$ cat src/id_config.svh
`default_nettype none

`ifndef ID_CONFIG_SVH
`define ID_CONFIG_SVH

// Data path and PC width
`define ID_DATA_W 32

// Architectural registers
`define ID_REG_COUNT 32

// Bundles that may be in flight toward execute
`define ID_CREDITS 2

`endif

`default_nettype wire

$ cat src/id_pkg.sv
`include "id_config.svh"
`default_nettype none

package id_pkg;

    typedef enum logic [5:0] {
        OP_RTYPE = 6'h00,
        OP_J     = 6'h02,
        OP_JAL   = 6'h03,
        OP_BEQ   = 6'h04,
        OP_BNE   = 6'h05,
        OP_ADDIU = 6'h09,
        OP_ANDI  = 6'h0c,
        OP_ORI   = 6'h0d,
        OP_LUI   = 6'h0f,
        OP_LW    = 6'h23,
        OP_SW    = 6'h2b
    } opcode_e;

    typedef enum logic [5:0] {
        FN_SLL  = 6'h00,
        FN_SRL  = 6'h02,
        FN_JR   = 6'h08,
        FN_ADDU = 6'h21,
        FN_SUBU = 6'h23,
        FN_AND  = 6'h24,
        FN_OR   = 6'h25,
        FN_XOR  = 6'h26,
        FN_SLT  = 6'h2a
    } funct_e;

    typedef enum logic [3:0] {
        ALU_ADD,
        ALU_SUB,
        ALU_AND,
        ALU_OR,
        ALU_XOR,
        ALU_SLT,
        ALU_SLL,
        ALU_SRL,
        ALU_LUI,
        ALU_PASS   // Forward source A untouched
    } alu_op_e;

    typedef enum logic [1:0] {
        EXT_ZERO,
        EXT_SIGN,
        EXT_UPPER
    } ext_mode_e;

    typedef enum logic [1:0] {
        SRC_A_PC,   // Link value for JAL
        SRC_A_RS,
        SRC_A_IMM,
        SRC_A_ZERO
    } src_a_sel_e;

    typedef struct packed {
        alu_op_e               alu_op;
        logic [`ID_DATA_W-1:0] alu_a;
        logic [`ID_DATA_W-1:0] alu_b;
        logic [`ID_DATA_W-1:0] agu_addr;
        logic [25:0]           addr_offset;  // Jump target or branch imm in [15:0]
        logic [4:0]            dest;
        logic                  wr_en;
        logic                  mem_rd;
        logic                  mem_wr;
        logic                  branch;
        logic                  branch_ne;
        logic                  jump;
        logic                  link;
        logic                  illegal;
    } id_bundle_t;

endpackage

`default_nettype wire

$ cat src/id_ctrl_if.sv
`default_nettype none

interface id_ctrl_if import id_pkg::*; ();

    logic [4:0]  rs;
    logic [4:0]  rt;
    logic [4:0]  sa;         // Shift amount field
    logic [15:0] imm;
    ext_mode_e   ext_mode;
    src_a_sel_e  src_a_sel;
    logic        src_b_sa;   // ALU B takes sa instead of rt data
    logic        agu_pc;     // Address operand from PC

    modport ctrl (
        output rs,
        output rt,
        output sa,
        output imm,
        output ext_mode,
        output src_a_sel,
        output src_b_sa,
        output agu_pc
    );

    modport sel (
        input sa,
        input imm,
        input ext_mode,
        input src_a_sel,
        input src_b_sa,
        input agu_pc
    );

endinterface

`default_nettype wire

$ cat src/id_control_unit.sv
`default_nettype none

module id_control_unit import id_pkg::*; (
    input  wire [31:0]  i_instr,
    id_ctrl_if.ctrl     ctrl,
    output logic [4:0]  o_rd_dest,
    output alu_op_e     o_alu_op,
    output logic        o_wr_en,
    output logic        o_mem_rd,
    output logic        o_mem_wr,
    output logic        o_branch,
    output logic        o_branch_ne,
    output logic        o_jump,
    output logic        o_link,
    output logic        o_illegal,
    output logic [25:0] o_addr_offset
);

    logic [5:0] opcode;
    logic [5:0] funct;
    logic [4:0] rt;
    logic [4:0] rd;

    assign opcode        = i_instr[31:26];
    assign funct         = i_instr[5:0];
    assign rt            = i_instr[20:16];
    assign rd            = i_instr[15:11];
    assign ctrl.rs       = i_instr[25:21];
    assign ctrl.rt       = rt;
    assign ctrl.sa       = i_instr[10:6];
    assign ctrl.imm      = i_instr[15:0];
    assign o_addr_offset = i_instr[25:0];

    always_comb begin
        o_rd_dest      = rt;   // I-type default
        o_alu_op       = ALU_PASS;
        o_wr_en        = 1'b0;
        o_mem_rd       = 1'b0;
        o_mem_wr       = 1'b0;
        o_branch       = 1'b0;
        o_branch_ne    = 1'b0;
        o_jump         = 1'b0;
        o_link         = 1'b0;
        o_illegal      = 1'b0;
        ctrl.ext_mode  = EXT_SIGN;
        ctrl.src_a_sel = SRC_A_RS;
        ctrl.src_b_sa  = 1'b0;
        ctrl.agu_pc    = 1'b0;

        case (opcode)
            OP_RTYPE: begin
                o_rd_dest = rd;
                o_wr_en   = 1'b1;
                case (funct)
                    FN_ADDU: o_alu_op = ALU_ADD;
                    FN_SUBU: o_alu_op = ALU_SUB;
                    FN_AND:  o_alu_op = ALU_AND;
                    FN_OR:   o_alu_op = ALU_OR;
                    FN_XOR:  o_alu_op = ALU_XOR;
                    FN_SLT:  o_alu_op = ALU_SLT;
                    FN_SLL: begin
                        o_alu_op      = ALU_SLL;
                        ctrl.src_b_sa = 1'b1;
                    end
                    FN_SRL: begin
                        o_alu_op      = ALU_SRL;
                        ctrl.src_b_sa = 1'b1;
                    end
                    FN_JR: begin
                        o_wr_en        = 1'b0;
                        o_jump         = 1'b1;   // Target is rs data on AGU
                        ctrl.src_a_sel = SRC_A_ZERO;
                    end
                    default: o_illegal = 1'b1;
                endcase
            end
            OP_ADDIU: begin
                o_alu_op       = ALU_ADD;
                o_wr_en        = 1'b1;
                ctrl.src_a_sel = SRC_A_IMM;
            end
            OP_ANDI: begin
                o_alu_op       = ALU_AND;
                o_wr_en        = 1'b1;
                ctrl.ext_mode  = EXT_ZERO;
                ctrl.src_a_sel = SRC_A_IMM;
            end
            OP_ORI: begin
                o_alu_op       = ALU_OR;
                o_wr_en        = 1'b1;
                ctrl.ext_mode  = EXT_ZERO;
                ctrl.src_a_sel = SRC_A_IMM;
            end
            OP_LUI: begin
                o_alu_op       = ALU_LUI;
                o_wr_en        = 1'b1;
                ctrl.ext_mode  = EXT_UPPER;
                ctrl.src_a_sel = SRC_A_IMM;
            end
            OP_LW: begin
                o_alu_op       = ALU_ADD;
                o_wr_en        = 1'b1;
                o_mem_rd       = 1'b1;
                ctrl.src_a_sel = SRC_A_IMM;
            end
            OP_SW: begin
                o_alu_op       = ALU_ADD;
                o_mem_wr       = 1'b1;   // Store data rides on ALU B
                ctrl.src_a_sel = SRC_A_IMM;
            end
            OP_BEQ, OP_BNE: begin
                o_alu_op    = ALU_SUB;   // Compare rs against rt
                o_branch    = 1'b1;
                o_branch_ne = (opcode == OP_BNE);
                ctrl.agu_pc = 1'b1;
            end
            OP_J: begin
                o_rd_dest      = 5'd0;
                o_jump         = 1'b1;
                ctrl.src_a_sel = SRC_A_ZERO;
                ctrl.agu_pc    = 1'b1;
            end
            OP_JAL: begin
                o_rd_dest      = 5'd31;
                o_wr_en        = 1'b1;
                o_jump         = 1'b1;
                o_link         = 1'b1;
                ctrl.src_a_sel = SRC_A_PC;
                ctrl.agu_pc    = 1'b1;
            end
            default: o_illegal = 1'b1;
        endcase

        // Unknown encodings issue as a no-op
        if (o_illegal) begin
            o_rd_dest      = 5'd0;
            o_alu_op       = ALU_PASS;
            o_wr_en        = 1'b0;
            o_jump         = 1'b0;
            ctrl.src_a_sel = SRC_A_ZERO;
            ctrl.src_b_sa  = 1'b0;
        end
    end

endmodule

`default_nettype wire

$ cat src/id_register_file.sv
`include "id_config.svh"
`default_nettype none

module id_register_file (
    input  wire                              i_clk,
    input  wire                              i_rst_n,
    input  wire  [$clog2(`ID_REG_COUNT)-1:0] i_rs_sel,
    input  wire  [$clog2(`ID_REG_COUNT)-1:0] i_rt_sel,
    input  wire                              i_wr_en,
    input  wire  [$clog2(`ID_REG_COUNT)-1:0] i_wr_sel,
    input  wire  [`ID_DATA_W-1:0]            i_wr_data,
    output logic [`ID_DATA_W-1:0]            o_rs_data,
    output logic [`ID_DATA_W-1:0]            o_rt_data
);

    logic [`ID_DATA_W-1:0] regs [`ID_REG_COUNT];

    always_ff @(posedge i_clk or negedge i_rst_n) begin
        if (!i_rst_n) begin
            for (int i = 0; i < `ID_REG_COUNT; i++) begin
                regs[i] <= '0;
            end
        end else if (i_wr_en && (i_wr_sel != '0)) begin   // Register 0 stays zero
            regs[i_wr_sel] <= i_wr_data;
        end
    end

    // No write-through; new data shows the cycle after the edge
    assign o_rs_data = regs[i_rs_sel];
    assign o_rt_data = regs[i_rt_sel];

endmodule

`default_nettype wire

$ cat src/id_operand_select.sv
`include "id_config.svh"
`default_nettype none

module id_operand_select import id_pkg::*; (
    id_ctrl_if.sel                sel,
    input  wire  [`ID_DATA_W-1:0] i_pc,
    input  wire  [`ID_DATA_W-1:0] i_rs_data,
    input  wire  [`ID_DATA_W-1:0] i_rt_data,
    output logic [`ID_DATA_W-1:0] o_alu_a,
    output logic [`ID_DATA_W-1:0] o_alu_b,
    output logic [`ID_DATA_W-1:0] o_agu_addr
);

    localparam int PAD_W = `ID_DATA_W - 16;

    logic [`ID_DATA_W-1:0] imm_ext;

    always_comb begin
        case (sel.ext_mode)
            EXT_ZERO:  imm_ext = {{PAD_W{1'b0}}, sel.imm};
            EXT_SIGN:  imm_ext = {{PAD_W{sel.imm[15]}}, sel.imm};
            EXT_UPPER: imm_ext = {sel.imm, {PAD_W{1'b0}}};   // LUI
            default:   imm_ext = '0;
        endcase
    end

    always_comb begin
        case (sel.src_a_sel)
            SRC_A_PC:  o_alu_a = i_pc;
            SRC_A_RS:  o_alu_a = i_rs_data;
            SRC_A_IMM: o_alu_a = imm_ext;
            default:   o_alu_a = '0;
        endcase
    end

    assign o_alu_b    = sel.src_b_sa ? {{(`ID_DATA_W-5){1'b0}}, sel.sa} : i_rt_data;
    assign o_agu_addr = sel.agu_pc ? i_pc : i_rs_data;   // PC for branches and J/JAL

endmodule

`default_nettype wire

$ cat src/id_issue_reg.sv
`include "id_config.svh"
`default_nettype none

module id_issue_reg import id_pkg::*; (
    input  wire        i_clk,
    input  wire        i_rst_n,
    input  wire        i_accept,
    input  wire        id_bundle_t i_bundle,
    input  wire        i_credit,
    output logic       o_ready,
    output logic       o_valid,
    output id_bundle_t o_bundle
);

    localparam int CNT_W = $clog2(`ID_CREDITS + 1);
    localparam logic [CNT_W-1:0] CNT_MAX = CNT_W'(`ID_CREDITS);

    logic [CNT_W-1:0] credit_cnt;

    // Accept and return in one cycle leave the count alone
    always_ff @(posedge i_clk or negedge i_rst_n) begin
        if (!i_rst_n) begin
            credit_cnt <= CNT_MAX;
        end else begin
            case ({i_accept, i_credit})
                2'b10: begin
                    credit_cnt <= credit_cnt - 1'b1;
                end
                2'b01: begin
                    if (credit_cnt < CNT_MAX) begin   // Saturate at full depth
                        credit_cnt <= credit_cnt + 1'b1;
                    end
                end
                default: begin
                    credit_cnt <= credit_cnt;
                end
            endcase
        end
    end

    assign o_ready = (credit_cnt != '0);

    always_ff @(posedge i_clk or negedge i_rst_n) begin
        if (!i_rst_n) begin
            o_valid  <= 1'b0;
            o_bundle <= '0;
        end else begin
            o_valid <= i_accept;   // One pulse per accepted instruction
            if (i_accept) begin
                o_bundle <= i_bundle;
            end
        end
    end

endmodule

`default_nettype wire

$ cat src/id_stage_top.sv
`include "id_config.svh"
`default_nettype none

module id_stage_top import id_pkg::*; (
    input  wire                   i_clk,
    input  wire                   i_rst_n,
    input  wire                   i_valid,
    input  wire  [`ID_DATA_W-1:0] i_pc,
    input  wire  [31:0]           i_instr,
    output logic                  o_ready,
    input  wire                   i_wb_en,
    input  wire  [4:0]            i_wb_sel,
    input  wire  [`ID_DATA_W-1:0] i_wb_data,
    input  wire                   i_credit,
    output logic                  o_valid,
    output logic [3:0]            o_alu_op,
    output logic [`ID_DATA_W-1:0] o_alu_a,
    output logic [`ID_DATA_W-1:0] o_alu_b,
    output logic [`ID_DATA_W-1:0] o_agu_addr,
    output logic [25:0]           o_addr_offset,
    output logic [4:0]            o_dest,
    output logic                  o_wr_en,
    output logic                  o_mem_rd,
    output logic                  o_mem_wr,
    output logic                  o_branch,
    output logic                  o_branch_ne,
    output logic                  o_jump,
    output logic                  o_link,
    output logic                  o_illegal
);

    logic [4:0]            rd_dest;
    alu_op_e               alu_op;
    logic                  wr_en;
    logic                  mem_rd;
    logic                  mem_wr;
    logic                  branch;
    logic                  branch_ne;
    logic                  jump;
    logic                  link;
    logic                  illegal;
    logic [25:0]           addr_offset;
    logic [`ID_DATA_W-1:0] rs_data;
    logic [`ID_DATA_W-1:0] rt_data;
    logic [`ID_DATA_W-1:0] alu_a;
    logic [`ID_DATA_W-1:0] alu_b;
    logic [`ID_DATA_W-1:0] agu_addr;
    logic                  accept;
    id_bundle_t            bundle;
    id_bundle_t            issued;

    id_ctrl_if ctrl_if ();

    id_control_unit u_ctrl (
        .i_instr       (i_instr),
        .ctrl          (ctrl_if.ctrl),
        .o_rd_dest     (rd_dest),
        .o_alu_op      (alu_op),
        .o_wr_en       (wr_en),
        .o_mem_rd      (mem_rd),
        .o_mem_wr      (mem_wr),
        .o_branch      (branch),
        .o_branch_ne   (branch_ne),
        .o_jump        (jump),
        .o_link        (link),
        .o_illegal     (illegal),
        .o_addr_offset (addr_offset)
    );

    id_register_file u_regs (
        .i_clk     (i_clk),
        .i_rst_n   (i_rst_n),
        .i_rs_sel  (ctrl_if.rs),
        .i_rt_sel  (ctrl_if.rt),
        .i_wr_en   (i_wb_en),     // Write-back from the last stage
        .i_wr_sel  (i_wb_sel),
        .i_wr_data (i_wb_data),
        .o_rs_data (rs_data),
        .o_rt_data (rt_data)
    );

    id_operand_select u_opsel (
        .sel        (ctrl_if.sel),
        .i_pc       (i_pc),
        .i_rs_data  (rs_data),
        .i_rt_data  (rt_data),
        .o_alu_a    (alu_a),
        .o_alu_b    (alu_b),
        .o_agu_addr (agu_addr)
    );

    assign accept = i_valid & o_ready;

    assign bundle = '{
        alu_op:      alu_op,
        alu_a:       alu_a,
        alu_b:       alu_b,
        agu_addr:    agu_addr,
        addr_offset: addr_offset,
        dest:        rd_dest,
        wr_en:       wr_en,
        mem_rd:      mem_rd,
        mem_wr:      mem_wr,
        branch:      branch,
        branch_ne:   branch_ne,
        jump:        jump,
        link:        link,
        illegal:     illegal
    };

    id_issue_reg u_issue (
        .i_clk    (i_clk),
        .i_rst_n  (i_rst_n),
        .i_accept (accept),
        .i_bundle (bundle),
        .i_credit (i_credit),
        .o_ready  (o_ready),
        .o_valid  (o_valid),
        .o_bundle (issued)
    );

    assign o_alu_op      = issued.alu_op;
    assign o_alu_a       = issued.alu_a;
    assign o_alu_b       = issued.alu_b;
    assign o_agu_addr    = issued.agu_addr;
    assign o_addr_offset = issued.addr_offset;
    assign o_dest        = issued.dest;
    assign o_wr_en       = issued.wr_en;
    assign o_mem_rd      = issued.mem_rd;
    assign o_mem_wr      = issued.mem_wr;
    assign o_branch      = issued.branch;
    assign o_branch_ne   = issued.branch_ne;
    assign o_jump        = issued.jump;
    assign o_link        = issued.link;
    assign o_illegal     = issued.illegal;

endmodule

`default_nettype wire

$ cat config.mk
export PLATFORM = sky130hd
export DESIGN_NAME = id_stage_top
export DESIGN_NICKNAME = d
export VERILOG_FILES = /design/src/id_pkg.sv /design/src/id_ctrl_if.sv /design/src/id_control_unit.sv /design/src/id_register_file.sv /design/src/id_operand_select.sv /design/src/id_issue_reg.sv /design/src/id_stage_top.sv
export VERILOG_INCLUDE_DIRS = /design/src
export SDC_FILE = /design/constraint.sdc
export NUM_CORES = 2
export LEC_CHECK = 0
export BUFFER_PORTS_ARGS = -buffer_cell sky130_fd_sc_hd__buf_2
export CAP_MARGIN = 30
export CORE_MARGIN = 5
export CORE_UTILIZATION = 60
export DETAILED_ROUTE_END_ITERATION = 10
export MAX_ROUTING_LAYER = met4
export PLACE_DENSITY = 0.78
export SYNTH_ARGS = -nofsm -noshare
export SYNTH_HDL_FRONTEND = slang
export SYNTH_SLANG_ARGS = --single-unit
$ cat constraint.sdc
create_clock -name i_clk -period 4.5 [get_ports i_clk]
set_input_delay 0.675 -clock i_clk [delete_from_list [all_inputs] [get_ports i_clk]]
set_output_delay 0.675 -clock i_clk [all_outputs]
set_load 0.005 [all_outputs]
# Yosys cells after proc, flatten, opt, wreduce, memory -nomap -nowiden
# Cells that the tools add are included.
# totals
register_bits	1166
in_bits	106
# classes
magnitude_cmp	5
n_reduce_logical	20
bitwise_logic	4
muxes	41
add_sub_neg	2
n_eq_ne	25
# op_table
cell	n
$bwmux W1024	1
$bmux W32 S5	2
$mux W32	7
$pmux W32 S3	2
$demux W32 S5	1
$eq A6 B6 Y1 const B	8
$pmux W4 S8	1
$eq A6 B4 Y1 const B	5
$pmux W4 S6	1
$eq A6 B2 Y1 const B	3
$ge A6 B6 Y1 const B	3
$not A5 Y6	3
$pmux W5 S3	1
$mux W1	14
$eq A6 B3 Y1 const B	2
$logic_not A6 Y1	2
$reduce_or A6 Y1	2
$reduce_or A10 Y1	1
$reduce_or A9 Y1	1
$pmux W2 S2	2
$pmux W2 S4	1
$reduce_or A2 Y1	4
$eq A2 B1 Y1 const B	3
$eq A2 B2 Y1 const B	3
17 further kinds	24

# Depth between registers and ports, before layout
# logic_depth
word_depth	7
depth_mapped	10
mapped_depth_nobuf	7

# Modules after synthesis
# A second synthesis with hierarchy kept.
# unflattened
hier_cells	5286
area_unflattened_um2	64312.9
# modules_own_cells
mod	cells_per_inst	area_per_inst_um2	seq_area_each_um2	n_inst
id_register_file	4601	55942.4	25624.6	1
id_issue_reg	306	5801.8	3554.7	1
id_operand_select	206	1466.4	0.0	1
id_control_unit	172	1096.1	0.0	1
id_stage_top	1	6.3	0.0	1

# Worst setup path after synthesis
# Ideal clock, no wire load.
# synth_timing
path_kind	input-to-reg
startpoint	input i_instr[16]
endpoint	register u_issue.o_bundle[90] (netlist bit)
path_slack_ns	1.859
t_required_ns	4.368
cell_stages	10
setup_ns	0.132
arrival_time_ns	2.509
cell_sequence	buf_2 buf_6 buf_6 buf_6 buf_2 mux4_2 a22oi_1 nand3_1 a21oi_1 o21ai_1
# synth_between
elab_chain_cells	5
# synth_rtl
element	line	text
start: declaration	id_stage_top.sv:9	input wire [31:0] i_instr,
$not A5 Y6 (not written as such)	id_register_file.sv:30	assign o_rt_data = regs[i_rt_sel];
$bmux W32 S5	id_register_file.sv:30	
$mux W32 (not written as such) (2 in series)	id_register_file.sv:30	
$mux W32	id_operand_select.sv:36	assign o_alu_b = sel.src_b_sa ? {{(`ID_DATA_W-5){1'b0}}, sel.sa} : i_rt_data;
end signal: assignment	id_issue_reg.sv:50	o_bundle <= i_bundle;
end: declaration	id_issue_reg.sv:12	output id_bundle_t o_bundle
# No other way between the ends. The select of a mux whose other input is x is not followed.
# A chain may end at the register's enable or synchronous reset.

# Final worst setup path
# layout_timing
startpoint	register u_issue.credit_cnt[1]
endpoint	register u_issue.o_bundle[126] (netlist bit)
# layout_between
elab_chain_cells	2
# layout_rtl
element	line	text
start: declaration	id_issue_reg.sv:18	logic [CNT_W-1:0] credit_cnt;
start signal: assignment	id_issue_reg.sv:27	credit_cnt <= credit_cnt - 1'b1;
start signal: assignment	id_issue_reg.sv:31	credit_cnt <= credit_cnt + 1'b1;
start signal: assignment	id_issue_reg.sv:35	credit_cnt <= credit_cnt;
$reduce_bool A2 Y1	id_issue_reg.sv:41	assign o_ready = (credit_cnt != '0);
$and A1 B1 Y1	id_stage_top.sv:92	assign accept = i_valid & o_ready;
# No other way between the ends.

==> impl_metrics.toml <==
[worst_setup_path]
r2r-end = "u_issue.o_bundle[126]"
critPathCapture = "u_issue.o_bundle[126]"
end_kind = "register"
cp.depth = 10
cp-start-kind = "register"
worstPathRequired_ns = 5.10
path_common_cell = "buf_4"
r2r_start = "u_issue.credit_cnt[1]"
cp_cell_sequence = "or2_2 > nand2_4 > inv_1 > buf_4 > o21ai_0 > o31ai_4 > buf_4 > nand3_2 > buf_4 > o311ai_1"
cp.arrival_ns = 3.73
critPathMaxStageDelay_ns = 0.57
r2r_slack_ns = 1.36
cp-startpoint = "u_issue.credit_cnt[1]"
cp_slowest_cell = "dfstp_2"
worstSetupPathType = "register to register"
rr_worst_depth = 10
crit_family = "buffers and inverters"
critPathBufInv = 4
crit_fanout = 33

[power]
ir_worst_vdd_uv = 328
comb_power_share = 0.219
leakagePower_nw = 30.9
clkPwrFrac = 0.321
p_sw_w = 0.00927
power_density_mw_per_mm2 = 461
internal_power_w = 0.0222
p_seq_frac = 0.460
p_sw_frac = 0.294

[synth]
synthDistinctLibCells = 56
synth_seq_area_share = 0.476
avgSynthCellArea_um2 = 13.1
synth_area_mm2 = 0.0613
syn_inst = 4681
synth_nets = 4787
synth_ff_type = "dfrtp_1"
ys_async_sr_fraction = 1.00
synth-edff-count = 0
yosysWarnings = 0
ys_seq_elements = 1166

[placement]
hpwl_mm = 115
io_buffers = 246
globalplace.congestion = 0.874

[timing]
rsz0062_at_grt = "no"
tightest_slew_ns = 1.08
slew_viol_final = 0
setup_viol = 0
finalSetupTns_ns = 0
fmax_mhz = 319
finalHoldViolations = 0
fin_skew_ns = 0.0214
min_period_ns = 3.14
relSlewSlack = 0.280
whs_ns = 0.0383
period_share = 0.697

[clocking]
cts_sinks = 1166
clk_pin_slew_ns = 0.07
ctsResizeCount = 0
cts_hold_buf = 0
cts_root_buf = "clkbuf_16"
cts_htree_levels = 3
cts_made_buffers = 117
cts_setup_buffers = 0
clockBufferDepth = 3
clock_latency_ns = 0.71
cts_tree = "built"

[hold_path]
hold_class = "input pin to asynchronous set/reset pin"

[floorplan]
num_rows = 117
initial_utilization = 0.604
die_x_um = 330
die_area_mm2 = 0.109
ios = 247
die_y_um = 330
core_area_mm2 = 0.102

[routing]
vias = 44100
postRouteAntennaNets = 0
wl_per_cell_um = 31.3
vias_per_cell = 7.14
drc = 0
dr.pass1.iters = 6
drtIter0Drc = 5415
wl_mm = 193

[job]
cap_viol_max_count = 0

[grt]
grt_use_total = 0.364
grt_pass1_wl_mm = 290
grt-ovfl-total = 0
antenna_found_initial = 10
grt_max_degree = 122
first_global_vias = 44500

[final_layout]
drive_gt1_frac = 0.403
syn_to_final_growth_pct = 11.3
nets = 4806

[outcome]
outcome = "complete, no violations"
[per-stage QoR]
stage / worst slack (ns) / utilization / instance area (um2) / total power [W] / cells
finish: 1.36 / 0.672 / 68300 / 0.0315 / 6174
global route: 1.18 / 0.672 / 68300 / 0.0327 / 6174
CTS: 1.41 / 0.672 / 68300 / 0.0314 / 6166
detailed placement: 1.18 / 0.633 / 64300 / 0.0214 / 5949
global placement: 1.27 / 0.632 / 64200 / 0.0210 / 5947
floorplan: 1.86 / - / 61300 / 0.0187 / 4681
[state kept, by name, indices dropped and copies added, names as in the netlist]
name                flops
u_issue.o_bundle      139
u_issue.o_valid         1
u_regs.regs          1024
u_issue.credit_cnt      2
[synth_stat cells, types with 23 or more instances]
cell type / count / area (um2)
and4_1: 32 / 280
a22oi_1: 246 / 1850
dfrtp_1: 1165 / 29200
mux2i_1: 533 / 5340
o311ai_1: 32 / 280
clkbuf_1: 334 / 1250
nor2_1: 35 / 131
a21o_1: 23 / 173
buf_1: 59 / 221
o21ai_0: 66 / 330
buf_2: 89 / 445
mux2_2: 992 / 11200
nor2b_1: 33 / 206
mux4_2: 281 / 6330
nand3_1: 187 / 936
nand2_1: 217 / 815
a21oi_1: 83 / 415
[worst min-delay path by stage]
stage | startpoint | end | slack, ns | cells after the start
2_1_floorplan | i_rst_n | u_issue.credit_cnt[0] | 0.38 | 0
3_3_place_gp | u_regs.regs[1012] | u_regs.regs[1012] | 0.38 | 0
3_5_place_dp | u_regs.regs[999] | u_regs.regs[999] | 0.39 | 0
4_1_cts | i_rst_n | u_regs.regs[649] | 0.04 | 1
5_1_grt | i_rst_n | u_regs.regs[201] | 0.06 | 1
6_report | i_rst_n | u_regs.regs[201] | 0.04 | 1
[layout make-up]
cell class / instances / area [um2]
diodes: 8 / 20.0
clock buffers: 172 / 3470
clock inverters: 45 / 523
fillers: 7183 / 33300
inverters: 20 / 75.1
multi-input cells: 2985 / 30100
flip-flops and latches: 1166 / 29200
well taps: 1368 / 1710
repair buffers: 410 / 3150
[per-layer routing]
layer / global-route usage / up-vias / part of all wire
li1: - / 17800 / -
met1: 0.483 / 23000 / 0.38
met2: 0.531 / 2701 / 0.45
met3: 0.0915 / 619 / 0.11
met4: 0.174 / 0 / 0.057
met5: - / - / 0
[power groups by stage]
stage / combinational [W] / sequential, W / clock (W)
floorplan: 0.00467 / 0.0140 / 0
global placement: 0.00658 / 0.0144 / 0
global route: 0.00743 / 0.0147 / 0.0106
CTS: 0.00687 / 0.0144 / 0.0102
detailed placement: 0.00680 / 0.0146 / 0
finish: 0.00690 / 0.0145 / 0.0101
[logic make-up after synthesis]
kind of cell	Yosys count	share of synthesized area
AOI/OAI and AO/OA	580	0.0662
xor gates and xnor gates	2	0.000286
and+or+nand+nor	597	0.0489
muxes	1806	0.372
DFF	1166	0.476
buffers and inverters	530	0.0368
[placed cells by master (no fill, tap or decap), drive strengths merged, types with 22 or more instances in the layout]
master | netlist | final
a21o | 23 | 23
a21oi | 83 | 83
a22oi | 246 | 246
and3 | 22 | 22
and4 | 32 | 32
buf | 176 | 410
clkbuf | 334 | 172
clkinv | 0 | 29
dfrtp | 1165 | 1165
inv | 20 | 22
mux2 | 992 | 992
mux2i | 533 | 533
mux4 | 281 | 281
nand2 | 218 | 218
nand3 | 188 | 188
nor2 | 35 | 35
nor2b | 33 | 33
o21ai | 73 | 73
o311ai | 32 | 32
o31ai | 22 | 22
[worst reg2reg max path: cells and delay by family (launching register included)]
family,cells,cell delay (ns)
flip-flops,1,0.57
buffers and inverters,4,1.16
AND/OR/NAND/NOR,3,0.62
AO/OA/AOI/OAI,3,0.69
Power figures use the tool's default switching activity.
